[src/hw/trap_pkg.sv]
package trap_pkg;

        localparam int XLEN       = 32;                 // machine word width
        localparam int CAUSE_W    = 4;                  // low cause code bits kept
        localparam int CSR_ADDR_W = 4;                  // apb word offset width

        typedef logic [XLEN-1:0]    xlen_t;             // one machine word
        typedef logic [CAUSE_W-1:0] cause_t;            // trap cause code

        // csr word offsets on the apb port
        localparam logic [CSR_ADDR_W-1:0] ADDR_MSTATUS = 4'd0;
        localparam logic [CSR_ADDR_W-1:0] ADDR_MIE     = 4'd1;
        localparam logic [CSR_ADDR_W-1:0] ADDR_MIP     = 4'd2;
        localparam logic [CSR_ADDR_W-1:0] ADDR_MEPC    = 4'd3;
        localparam logic [CSR_ADDR_W-1:0] ADDR_MCAUSE  = 4'd4;
        localparam logic [CSR_ADDR_W-1:0] ADDR_MTVEC   = 4'd5;

        localparam int MSTATUS_MIE     = 3;             // global machine int enable
        localparam int MSTATUS_MPIE    = 7;             // previous mie
        localparam int MIE_MEIE        = 11;            // external int enable
        localparam int MIP_MEIP        = 11;            // external int pending
        localparam int MCAUSE_INTR_BIT = 31;            // interrupt flag in mcause

        localparam cause_t CAUSE_EXT_INTR = 4'd11;      // machine external interrupt
        localparam xlen_t  MTVEC_RESET    = 32'h0000_0100;

        typedef struct packed {
                logic   valid;                          // request present
                logic   is_intr;                        // interrupt, not exception
                cause_t cause;                          // low cause bits
                xlen_t  pc;                             // pc saved to mepc
        } trap_req_t;                                   // 38 bits

        typedef struct packed {
                logic id;                               // squash id stage
                logic ex;                               // squash ex stage
                logic mem;                              // squash mem stage
        } flush_t;

        typedef struct packed {
                logic  valid;                           // take the target this cycle
                xlen_t target;                          // next pc
        } redirect_t;                                   // 33 bits

        typedef struct packed {
                logic                  psel;
                logic                  penable;
                logic                  pwrite;
                logic [CSR_ADDR_W-1:0] paddr;           // word offset
                xlen_t                 pwdata;
        } apb_req_t;

        typedef struct packed {
                xlen_t prdata;
                logic  pready;
                logic  pslverr;
        } apb_rsp_t;

endpackage

[src/hw/csr_regs.sv]
module csr_regs (
        input  logic                clk,
        input  logic                clrn,
        input  trap_pkg::apb_req_t  apb_req,
        output trap_pkg::apb_rsp_t  apb_rsp,
        input  logic                pending,          // from intr_sync, shown as mip.meip
        input  trap_pkg::trap_req_t taken,            // trap entry this cycle
        input  logic                mret_commit,      // mret leaving wb
        output logic                intr_req,         // to arbiter
        output trap_pkg::xlen_t     mtvec,
        output trap_pkg::xlen_t     mepc
);

        trap_pkg::xlen_t mstatus;
        trap_pkg::xlen_t mie;
        trap_pkg::xlen_t mip;                           // read-only view
        trap_pkg::xlen_t mcause;
        trap_pkg::xlen_t mcause_nxt;                    // value written on trap entry
        trap_pkg::xlen_t rdata;                         // read mux out
        logic            hit;                           // offset is mapped
        logic            access;                        // apb access phase
        logic            wr;                            // apb write this edge

        assign access = apb_req.psel & apb_req.penable;
        assign wr     = access & apb_req.pwrite;

        always_comb begin
                mip                     = '0;
                mip[trap_pkg::MIP_MEIP] = pending;
        end

        always_comb begin
                mcause_nxt                              = '0;
                mcause_nxt[trap_pkg::CAUSE_W-1:0]       = taken.cause;
                mcause_nxt[trap_pkg::MCAUSE_INTR_BIT]   = taken.is_intr;
        end

        // read decode
        always_comb begin
                rdata = '0;
                hit   = 1'b1;
                case (apb_req.paddr)
                        trap_pkg::ADDR_MSTATUS: rdata = mstatus;
                        trap_pkg::ADDR_MIE:     rdata = mie;
                        trap_pkg::ADDR_MIP:     rdata = mip;
                        trap_pkg::ADDR_MEPC:    rdata = mepc;
                        trap_pkg::ADDR_MCAUSE:  rdata = mcause;
                        trap_pkg::ADDR_MTVEC:   rdata = mtvec;
                        default:                hit   = 1'b0;   // unmapped offset
                endcase
        end

        assign apb_rsp.prdata  = (access & ~apb_req.pwrite) ? rdata : '0;
        assign apb_rsp.pready  = 1'b1;                  // no wait states
        assign apb_rsp.pslverr = access & ~hit;

        // apb first, trap and mret later so they win the same bits
        always_ff @(posedge clk or negedge clrn) begin
                if (!clrn) begin
                        mstatus <= '0;
                        mie     <= '0;
                        mepc    <= '0;
                        mcause  <= '0;
                        mtvec   <= trap_pkg::MTVEC_RESET;
                end else begin
                        if (wr) begin
                                case (apb_req.paddr)
                                        trap_pkg::ADDR_MSTATUS: mstatus <= apb_req.pwdata;
                                        trap_pkg::ADDR_MIE:     mie     <= apb_req.pwdata;
                                        trap_pkg::ADDR_MEPC:    mepc    <= apb_req.pwdata;
                                        trap_pkg::ADDR_MCAUSE:  mcause  <= apb_req.pwdata;
                                        trap_pkg::ADDR_MTVEC:   mtvec   <= apb_req.pwdata;
                                        default: ;      // mip and holes ignore writes
                                endcase
                        end
                        if (taken.valid) begin
                                mepc   <= taken.pc;
                                mcause <= mcause_nxt;
                                mstatus[trap_pkg::MSTATUS_MPIE] <= mstatus[trap_pkg::MSTATUS_MIE];
                                mstatus[trap_pkg::MSTATUS_MIE]  <= 1'b0;    // mask nested ints
                        end else if (mret_commit) begin
                                mstatus[trap_pkg::MSTATUS_MIE]  <= mstatus[trap_pkg::MSTATUS_MPIE];
                                mstatus[trap_pkg::MSTATUS_MPIE] <= 1'b1;
                        end
                end
        end

        assign intr_req = mstatus[trap_pkg::MSTATUS_MIE] & mie[trap_pkg::MIE_MEIE] &
                          mip[trap_pkg::MIP_MEIP];

        // the master never sees a stretched access
        a_no_wait : assert property (
                @(posedge clk) disable iff (!clrn)
                (apb_req.psel && apb_req.penable) |-> apb_rsp.pready
        );

endmodule

[src/hw/intr_sync.sv]
module intr_sync (
        input  logic clk,
        input  logic clrn,
        input  logic intr,                              // async level, active high
        input  logic intr_ack,                          // arbiter took the interrupt
        output logic pending                            // latched request
);

        logic sync0;                                    // first sync flop
        logic sync1;                                    // second sync flop
        logic rise;                                     // synchronized rising edge

        assign rise = sync0 & ~sync1;                   // level went 0 -> 1

        always_ff @(posedge clk or negedge clrn) begin
                if (!clrn) begin
                        sync0 <= 1'b0;
                        sync1 <= 1'b0;
                end else begin
                        sync0 <= intr;                  // capture async input
                        sync1 <= sync0;                 // settle
                end
        end

        // new edge beats ack in the same cycle
        always_ff @(posedge clk or negedge clrn) begin
                if (!clrn) begin
                        pending <= 1'b0;
                end else if (rise) begin
                        pending <= 1'b1;                // set on edge
                end else if (intr_ack) begin
                        pending <= 1'b0;                // cleared once taken
                end
        end

        // an ack must always come from a request this block raised
        a_ack_needs_pending : assert property (
                @(posedge clk) disable iff (!clrn)
                intr_ack |-> pending
        );

endmodule

[src/hw/pc_redirect.sv]
module pc_redirect (
        input  logic                clk,
        input  logic                clrn,
        input  trap_pkg::trap_req_t taken,            // trap entry this cycle
        input  logic                mret_commit,
        input  trap_pkg::xlen_t     mtvec,            // pre-edge vector base
        input  trap_pkg::xlen_t     mepc,             // pre-edge return pc
        output trap_pkg::redirect_t redirect
);

        logic            vld_q;                         // one-cycle redirect strobe
        trap_pkg::xlen_t tgt_q;                         // captured target
        trap_pkg::xlen_t tgt_nxt;                       // trap over mret

        assign tgt_nxt = taken.valid ? mtvec : mepc;

        always_ff @(posedge clk or negedge clrn) begin
                if (!clrn) begin
                        vld_q <= 1'b0;
                end else begin
                        vld_q <= taken.valid | mret_commit;     // high for exactly one cycle
                end
        end

        always_ff @(posedge clk) begin
                if (taken.valid | mret_commit) begin
                        tgt_q <= tgt_nxt;               // old csr value, before update lands
                end
        end

        assign redirect.valid  = vld_q;
        assign redirect.target = tgt_q;

endmodule

[src/hw/trap_arbiter.sv]
module trap_arbiter (
        input  logic                clk,              // assertion clock only
        input  logic                clrn,
        input  trap_pkg::trap_req_t ex_trap,          // oldest source
        input  trap_pkg::trap_req_t id_trap,
        input  logic                id_valid,         // instr in id can carry an interrupt
        input  trap_pkg::xlen_t     id_pc,
        input  logic                intr_req,         // enabled and pending
        output trap_pkg::trap_req_t taken,            // the single winning request
        output logic                intr_ack,         // clears pending in intr_sync
        output trap_pkg::flush_t    flush
);

        logic intr_take;                                // interrupt wins this cycle

        assign intr_take = intr_req & id_valid & ~ex_trap.valid & ~id_trap.valid;
        assign intr_ack  = intr_take;

        // oldest stage wins, interrupt rides on the id instruction
        always_comb begin
                taken = '0;
                flush = '0;
                if (ex_trap.valid) begin
                        taken     = ex_trap;
                        flush.id  = 1'b1;               // younger instr behind it
                        flush.mem = 1'b1;               // faulting instr must not commit
                end else if (id_trap.valid) begin
                        taken    = id_trap;
                        flush.id = 1'b1;
                        flush.ex = 1'b1;                // bubble into ex
                end else if (intr_take) begin
                        taken.valid   = 1'b1;
                        taken.is_intr = 1'b1;
                        taken.cause   = trap_pkg::CAUSE_EXT_INTR;
                        taken.pc      = id_pc;          // resume at the interrupted instr
                        flush.id      = 1'b1;
                        flush.ex      = 1'b1;
                end
        end

        // ex and id patterns are exclusive, mem squash never pairs with ex bubble
        a_flush_onehot_src : assert property (
                @(posedge clk) disable iff (!clrn)
                !(flush.ex && flush.mem)
        );

endmodule

[src/hw/trap_ctrl_top.sv]
module trap_ctrl_top (
        input  logic                clk,
        input  logic                clrn,
        input  logic                intr,             // external interrupt, async
        input  logic                id_valid,
        input  trap_pkg::xlen_t     id_pc,
        input  trap_pkg::trap_req_t id_trap,
        input  trap_pkg::trap_req_t ex_trap,
        input  logic                mret_commit,
        input  trap_pkg::apb_req_t  apb_req,
        output trap_pkg::apb_rsp_t  apb_rsp,
        output trap_pkg::flush_t    flush,
        output trap_pkg::redirect_t redirect
);

        logic                pending;                   // mip.meip source
        logic                intr_req;                  // enabled interrupt
        logic                intr_ack;                  // interrupt taken
        trap_pkg::trap_req_t taken;                     // winning request
        trap_pkg::xlen_t     mtvec;
        trap_pkg::xlen_t     mepc;

        intr_sync i_intr_sync (
                .clk      (clk),
                .clrn     (clrn),
                .intr     (intr),
                .intr_ack (intr_ack),
                .pending  (pending)
        );

        trap_arbiter i_trap_arbiter (
                .clk      (clk),
                .clrn     (clrn),
                .ex_trap  (ex_trap),
                .id_trap  (id_trap),
                .id_valid (id_valid),
                .id_pc    (id_pc),
                .intr_req (intr_req),
                .taken    (taken),
                .intr_ack (intr_ack),
                .flush    (flush)
        );

        csr_regs i_csr_regs (
                .clk         (clk),
                .clrn        (clrn),
                .apb_req     (apb_req),
                .apb_rsp     (apb_rsp),
                .pending     (pending),
                .taken       (taken),
                .mret_commit (mret_commit),
                .intr_req    (intr_req),
                .mtvec       (mtvec),
                .mepc        (mepc)
        );

        pc_redirect i_pc_redirect (
                .clk         (clk),
                .clrn        (clrn),
                .taken       (taken),
                .mret_commit (mret_commit),
                .mtvec       (mtvec),
                .mepc        (mepc),
                .redirect    (redirect)
        );

endmodule

[config.mk]
export PLATFORM = sky130hd
export DESIGN_NAME = trap_ctrl_top
export DESIGN_NICKNAME = d
export VERILOG_FILES = /design/src/hw/trap_pkg.sv /design/src/hw/csr_regs.sv /design/src/hw/intr_sync.sv /design/src/hw/pc_redirect.sv /design/src/hw/trap_arbiter.sv /design/src/hw/trap_ctrl_top.sv
export SDC_FILE = /design/constraint.sdc
export NUM_CORES = 1
export LEC_CHECK = 0
export BUFFER_PORTS_ARGS = -buffer_cell sky130_fd_sc_hd__buf_2
export CORE_MARGIN = 3
export CORE_UTILIZATION = 50
export CTS_CLUSTER_SIZE = 24
export DETAILED_ROUTE_END_ITERATION = 7
export GPL_ROUTABILITY_DRIVEN = 0
export PLACE_DENSITY = 0.77
export SYNTH_ARGS = -nofsm -noshare
export SYNTH_HDL_FRONTEND = slang
export SYNTH_SLANG_ARGS = --single-unit
[constraint.sdc]
create_clock -name clk -period 2.85 [get_ports clk]
set_input_delay 0.1425 -clock clk [delete_from_list [all_inputs] [get_ports clk]]
set_output_delay 0.1425 -clock clk [all_outputs]
set_load 0.02 [all_outputs]
### Word level (Yosys, flattened, before mapping)

Cells that the tools add are included.

| operators by class | value |
|---|---|
| equality and inequality tests | 5 |
| multiplexer cells | 26 |
| bitwise operators | 16 |
| reductions and logical operators | 14 |

Operator list:

| kind | number |
|---|---|
| 32-bit 2-to-1 mux | 8 |
| 32-bit one-hot mux with 6 select lines | 1 |
| 38-bit 2-to-1 mux | 3 |
| 8-bit 2-to-1 mux | 2 |
| 2-bit AND reduction | 6 |
| 1-bit bitwise AND | 10 |
| 1-bit 2-to-1 mux | 10 |
| 4-bit by 2-bit equality test with 1-bit output, second input constant | 2 |
| 4-bit by 3-bit equality test with 1-bit output, second input constant | 2 |
| 2-bit nonzero test | 4 |
| 3-bit nonzero test | 2 |
| 6-bit OR reduction | 1 |
| 1-bit NOT | 5 |
| 4-bit by 1-bit equality test with 1-bit output, second input constant | 1 |
| 4-bit zero test | 1 |
| 2-bit 2-to-1 mux | 2 |
| 1-bit bitwise OR | 1 |

| storage, ports and cells | value |
|---|---|
| flip-flop bits (word level) | 196 |
| input bits | 152 |
| logic and storage cells | 72 |

### Logic depth before layout (Yosys ltp)

| depth | value |
|---|---|
| depth after elaboration | 10 |
| gate-level depth with buffers | 7 |

### By module

Synthesis repeated with hierarchy kept, for this count alone.

| unflattened totals | value |
|---|---|
| cell total of the unflattened synthesis | 856 |
| area, all modules | 10163.5 µm² |

Modules (own cells, without submodules):

| module | instances | cells each | area each (µm²) | seq. area each (µm²) |
|---|---|---|---|---|
| csr_regs | 1 | 690 | 7803.7 | 4005.1 |
| pc_redirect | 1 | 71 | 1540.2 | 985.9 |
| trap_arbiter | 1 | 89 | 724.4 | 0.0 |
| intr_sync | 1 | 6 | 95.1 | 75.1 |

### Least setup slack after synthesis

Ideal clock, no wire load.

| timing | value |
|---|---|
| kind | flip-flop to flip-flop |
| start point | register i_csr_regs.mstatus[3] |
| end point | register i_csr_regs.mstatus[7] |
| arrival | 2201 ps |
| setup slack | 524 ps |
| stages on the path, launching flop included | 6 |
| path buffers | 1 |
| clock period less this slack | 2326 ps |
| cells stage by stage | dfrtp_1 > and4_1 > nor2_1 > clkbuf_1 > nand2_1 > o22a_1 |

| on the way | value |
|---|---|
| cells in the longest elaborated chain, start to end | 10 |
| elaborated cells on any way between the ends | 12 |
| those cells by class | mux (4); bitwise (5); reduce/logical (3) |

RTL lines:

| what | line | text |
|---|---|---|
| start, declared | csr_regs.sv:14 | `trap_pkg::xlen_t mstatus;` |
| start signal, assigned | csr_regs.sv:68 | `trap_pkg::ADDR_MSTATUS: mstatus <= apb_req.pwdata;` |
| start signal, assigned by index | csr_regs.sv:79 | `mstatus[trap_pkg::MSTATUS_MPIE] <= mstatus[trap_pkg::MSTATUS_MIE];` |
| start signal, assigned by index | csr_regs.sv:82 | `mstatus[trap_pkg::MSTATUS_MIE] <= mstatus[trap_pkg::MSTATUS_MPIE];` |
| 1-bit bitwise AND (2 in a row) | csr_regs.sv:88 | `assign intr_req = mstatus[trap_pkg::MSTATUS_MIE] & mie[trap_pkg::MIE_MEIE] &` |
| 1-bit bitwise AND (3 in a row) | trap_arbiter.sv:16 | `assign intr_take = intr_req & id_valid & ~ex_trap.valid & ~id_trap.valid;` |
| 38-bit 2-to-1 mux | trap_arbiter.sv:31 | `end else if (intr_take) begin` |
| 38-bit 2-to-1 mux | trap_arbiter.sv:27 | `end else if (id_trap.valid) begin` |
| 38-bit 2-to-1 mux | trap_arbiter.sv:23 | `if (ex_trap.valid) begin` |
| 3-bit nonzero test (no source line) | - |  |
| 2-bit AND reduction (no source line) | - |  |

Parallel ways exist; a longest one is shown, timed or not.
A chain may end at the register's enable or synchronous reset.

### Worst setup path in the final report

| timing | value |
|---|---|
| start point | register i_csr_regs.mstatus[3] |
| end point | register i_csr_regs.mepc[12] |

| on the way | value |
|---|---|
| cells in the longest elaborated chain, start to end | 10 |
| elaborated cells on any way between the ends | 12 |
| those cells by class | mux (4); bitwise (5); reduce/logical (3) |

RTL lines:

| what | line | text |
|---|---|---|
| 1-bit bitwise AND * (2 in a row) | csr_regs.sv:88 |  |
| 1-bit bitwise AND * (3 in a row) | trap_arbiter.sv:16 |  |
| 38-bit 2-to-1 mux * | trap_arbiter.sv:31 |  |
| 38-bit 2-to-1 mux * | trap_arbiter.sv:27 |  |
| 38-bit 2-to-1 mux * | trap_arbiter.sv:23 |  |
| 2-bit nonzero test (no source line) | - |  |
| 2-bit AND reduction (no source line) | - |  |
| end signal, assigned | csr_regs.sv:70 | `trap_pkg::ADDR_MEPC: mepc <= apb_req.pwdata;` |
| end signal, assigned | csr_regs.sv:77 | `mepc <= taken.pc;` |
| end, declared | csr_regs.sv:11 | `output trap_pkg::xlen_t mepc` |

Mark *: on every way between the ends. The rest lies on a longest branch, timed or not.

==> flow_summary.yaml <==
run_status:
  status: "complete, but fails checks"
  violations: "negative hold slack"
placement:
  dp_hpwl_mm: 18.0
  placed_area_um2: 10800
  port_buffers: 220
clock_tree:
  cts_resized: 0
  clock_latency_ps: 430
  h-tree-depth: 4
  cts_buffers: 17
  clkSlewWorstSetupHoldPaths_ps: 70
  root_buffer: "clkbuf_16"
  clock_sinks: 196
  cts.path.max_buffers: 2
  cts_tree: "yes"
final_layout:
  final_util_pct: 64.3
  n_antenna_cell: 0
  final_common_cell: "buf_2"
  num-fill-cells: 1429
  drive_gt1_share_pct: 33.8
  nNetsFinal: 1182
  stdcell_area_um2: 11800
  mostFrequentLayoutCells: "buf_2, dfrtp_1, nand2_1"
  area_delta_synth_final_pct: 23.5
yosys:
  synthCells: 790
  yosys_warnings: 0
  synth_cell_types: 39
  avgSynthCellArea_um2: 12.1
  synth_nets: 942
  ys_ff_latch: 196
  ys_seq_area_share_pct: 53.1
  synth_area_um2: 9540
worst_setup_path:
  crit_required_ps: 3210
  crit_path_end_kind: "flop"
  path_buf_inv: 1
  arrival_ps: 3020
  path_cells: "nand4_1 -> nor2_1 -> a222oi_1 -> dlygate4sd3_1 -> o21ai_1"
  cp_slowest_stage_delay_ps: 990
  critPathTopFamily: "simple AND/OR/NAND/NOR gates"
  crit_fanout: 13
  cp-start-kind: "flop"
  critPathKind: "flop to flop"
  ff2ff_setup_slack_ps: 190
  cpMaxStageDelayCell: "nor2_1"
floorplan:
  rows: 49
  die_area_um2: 20800
  initial_core_util_pct: 52.1
  ios: 222
  core_um2: 18300
  fp.dieW_um: 144
  die_h_um: 144
power:
  p_per_area_nw_per_um2: 572
  worst_ir_drop_vdd_uv: 414
  finalPower_mw: 6.74
  p_leak_nw: 5.53
global_route:
  grt_pass1_wl_mm: 43.5
  grtUsageTotal_pct: 27.3
  grt_start_max_net_pins: 103
  gr-total-overflow: 0
  grt_pass1_vias: 7845
  antenna_found_initial: 1
routing:
  wirelength_mm: 28.4
  firstDrtPassIters: 7
  drc: 0
  drt_iter0_markers: 1075
  vias_per_cell: 6.06
  via_count: 7708
  postRouteAntennaNets: 0
  routedWlPerCell_um: 22.3
timing:
  rsz0062_at_grt: "no"
  fin_crit_sh_pct: 93.4
  min_period_ps: 2660
  finalSetupViolations: 0
  tns_ps: 0
  fmax_mhz: 376
  hold_viol_final: 1
  whs_ps: -1.74
  fin_skew_ps: 6.29
  max_slew_margin_pct: 7.86
  slew_violations: 0
  worst_pin_slew_ps: 1380
run:
  drv_cap: 0
min_path:
  min_path_type: "primary input to flop"
layout make-up:
cell class	instances	area (um2)	share of cell area [%]
clock buffer	22	517	4.38
clock inverter	10	67.6	0.573
inverter	4	15.0	0.127
multi-input combinational	522	4060	34.5
sequential	196	5070	43.0
tap	229	287	2.43
timing repair buffer	289	1770	15.0
layer usage:
layer | vias up | track usage, % | wire (um)
li1 | 3429 | - | -
met1 | 3803 | 36.4 | 11600
met2 | 402 | 43.5 | 13700
met3 | 72 | 4.83 | 2130
met4 | 2 | 13.3 | 1050
met5 | - | 0 | 13
worst min-delay path: stages:
cell and delay, ps:
buf_2 80, a222oi_1 80, o21ai_1 80
Yosys cell counts (all sizes together):
library cell	count	area (um2)
edfxtp	32	961
a32oi	1	8.76
dfstp	1	26.3
nor4	1	21.3
nor4b	2	38.8
a22o	27	236
and3	2	12.5
nand3	1	5.00
a311oi	1	8.76
nor2	6	22.5
a222oi	44	440
and4	1	8.76
and2	4	25.0
and4bb	2	25.0
o211ai	4	30.0
mux2	96	1310
clkbuf	32	120
o21ai	59	295
dfrtp	163	4080
buf	36	302
a211oi	1	20.0
conb	1	3.75
mux2i	52	521
or2	1	6.26
nand4	1	6.26
inv	4	15.0
a21oi	34	170
o22a	1	8.76
nand2	142	533
a22oi	38	285
power by group:
part	switching (mW)	internal, mW	leakage, nW	total [mW]
clock	1.07	1.29	0.289	2.36
combinational	0.531	0.479	2.74	1.01
sequential	0.196	3.17	2.50	3.37
total	1.79	4.94	5.53	6.74
cell families (layout without fill, tap and decap cells):
| family | Yosys count | count (layout) | share of synthesized area, % |
|---|---|---|---|
| AOI/OAI and AO/OA | 210 | 210 | 15.8 |
| buffers and inverters | 72 | 325 | 4.58 |
| DFF | 196 | 196 | 53.1 |
| muxes | 148 | 148 | 19.1 |
| other | 1 | 1 | 0.0393 |
| and+or+nand+nor | 163 | 163 | 7.38 |
metrics by stage:
| stage | setup WS, ps | cells | hold slack [ps] |
|---|---|---|---|
| global placement | 763 | 1197 | 255 |
| detailed placement | 719 | 1197 | 252 |
| global route | 123 | 1272 | 5.37 |
| finish | 189 | 1272 | -1.74 |
| floorplan | 524 | 790 | -153 |
| CTS | 262 | 1272 | 1.92 |
repair_timing:
action / CTS / global route
hold endpoints to repair: 135 / 0
buffers inserted: 0 / 0
hold buffers: 43 / 0
sequential cells by signal, summed over array words and instances (netlist names):
register,flops
i_csr_regs.mepc,32
i_csr_regs.mtvec,32
i_csr_regs.mie,32
i_intr_sync.sync1,1
i_intr_sync.sync0,1
i_pc_redirect.vld_q,1
i_intr_sync.pending,1
i_csr_regs.mstatus,32
i_pc_redirect.tgt_q,32
i_csr_regs.mcause,32
path summary, 6_finish.rpt:
| path | endpoint | cells past startpoint | start |
|---|---|---|---|
| min in group asynchronous | i_pc_redirect.vld_q | 2 | clrn |
| hold / removal | i_csr_regs.mepc[29] | 3 | id_pc[29] |
| setup reg to reg | i_csr_regs.mepc[12] | 5 | i_csr_regs.mstatus[3] |
| hold reg to reg | i_intr_sync.pending | 1 | i_intr_sync.sync1 |
| setup / recovery | i_csr_regs.mepc[12] | 5 | i_csr_regs.mstatus[3] |
| max in group asynchronous | i_csr_regs.mtvec[18] | 3 | clrn |
Note: power is estimated with default switching activity, not from simulation.
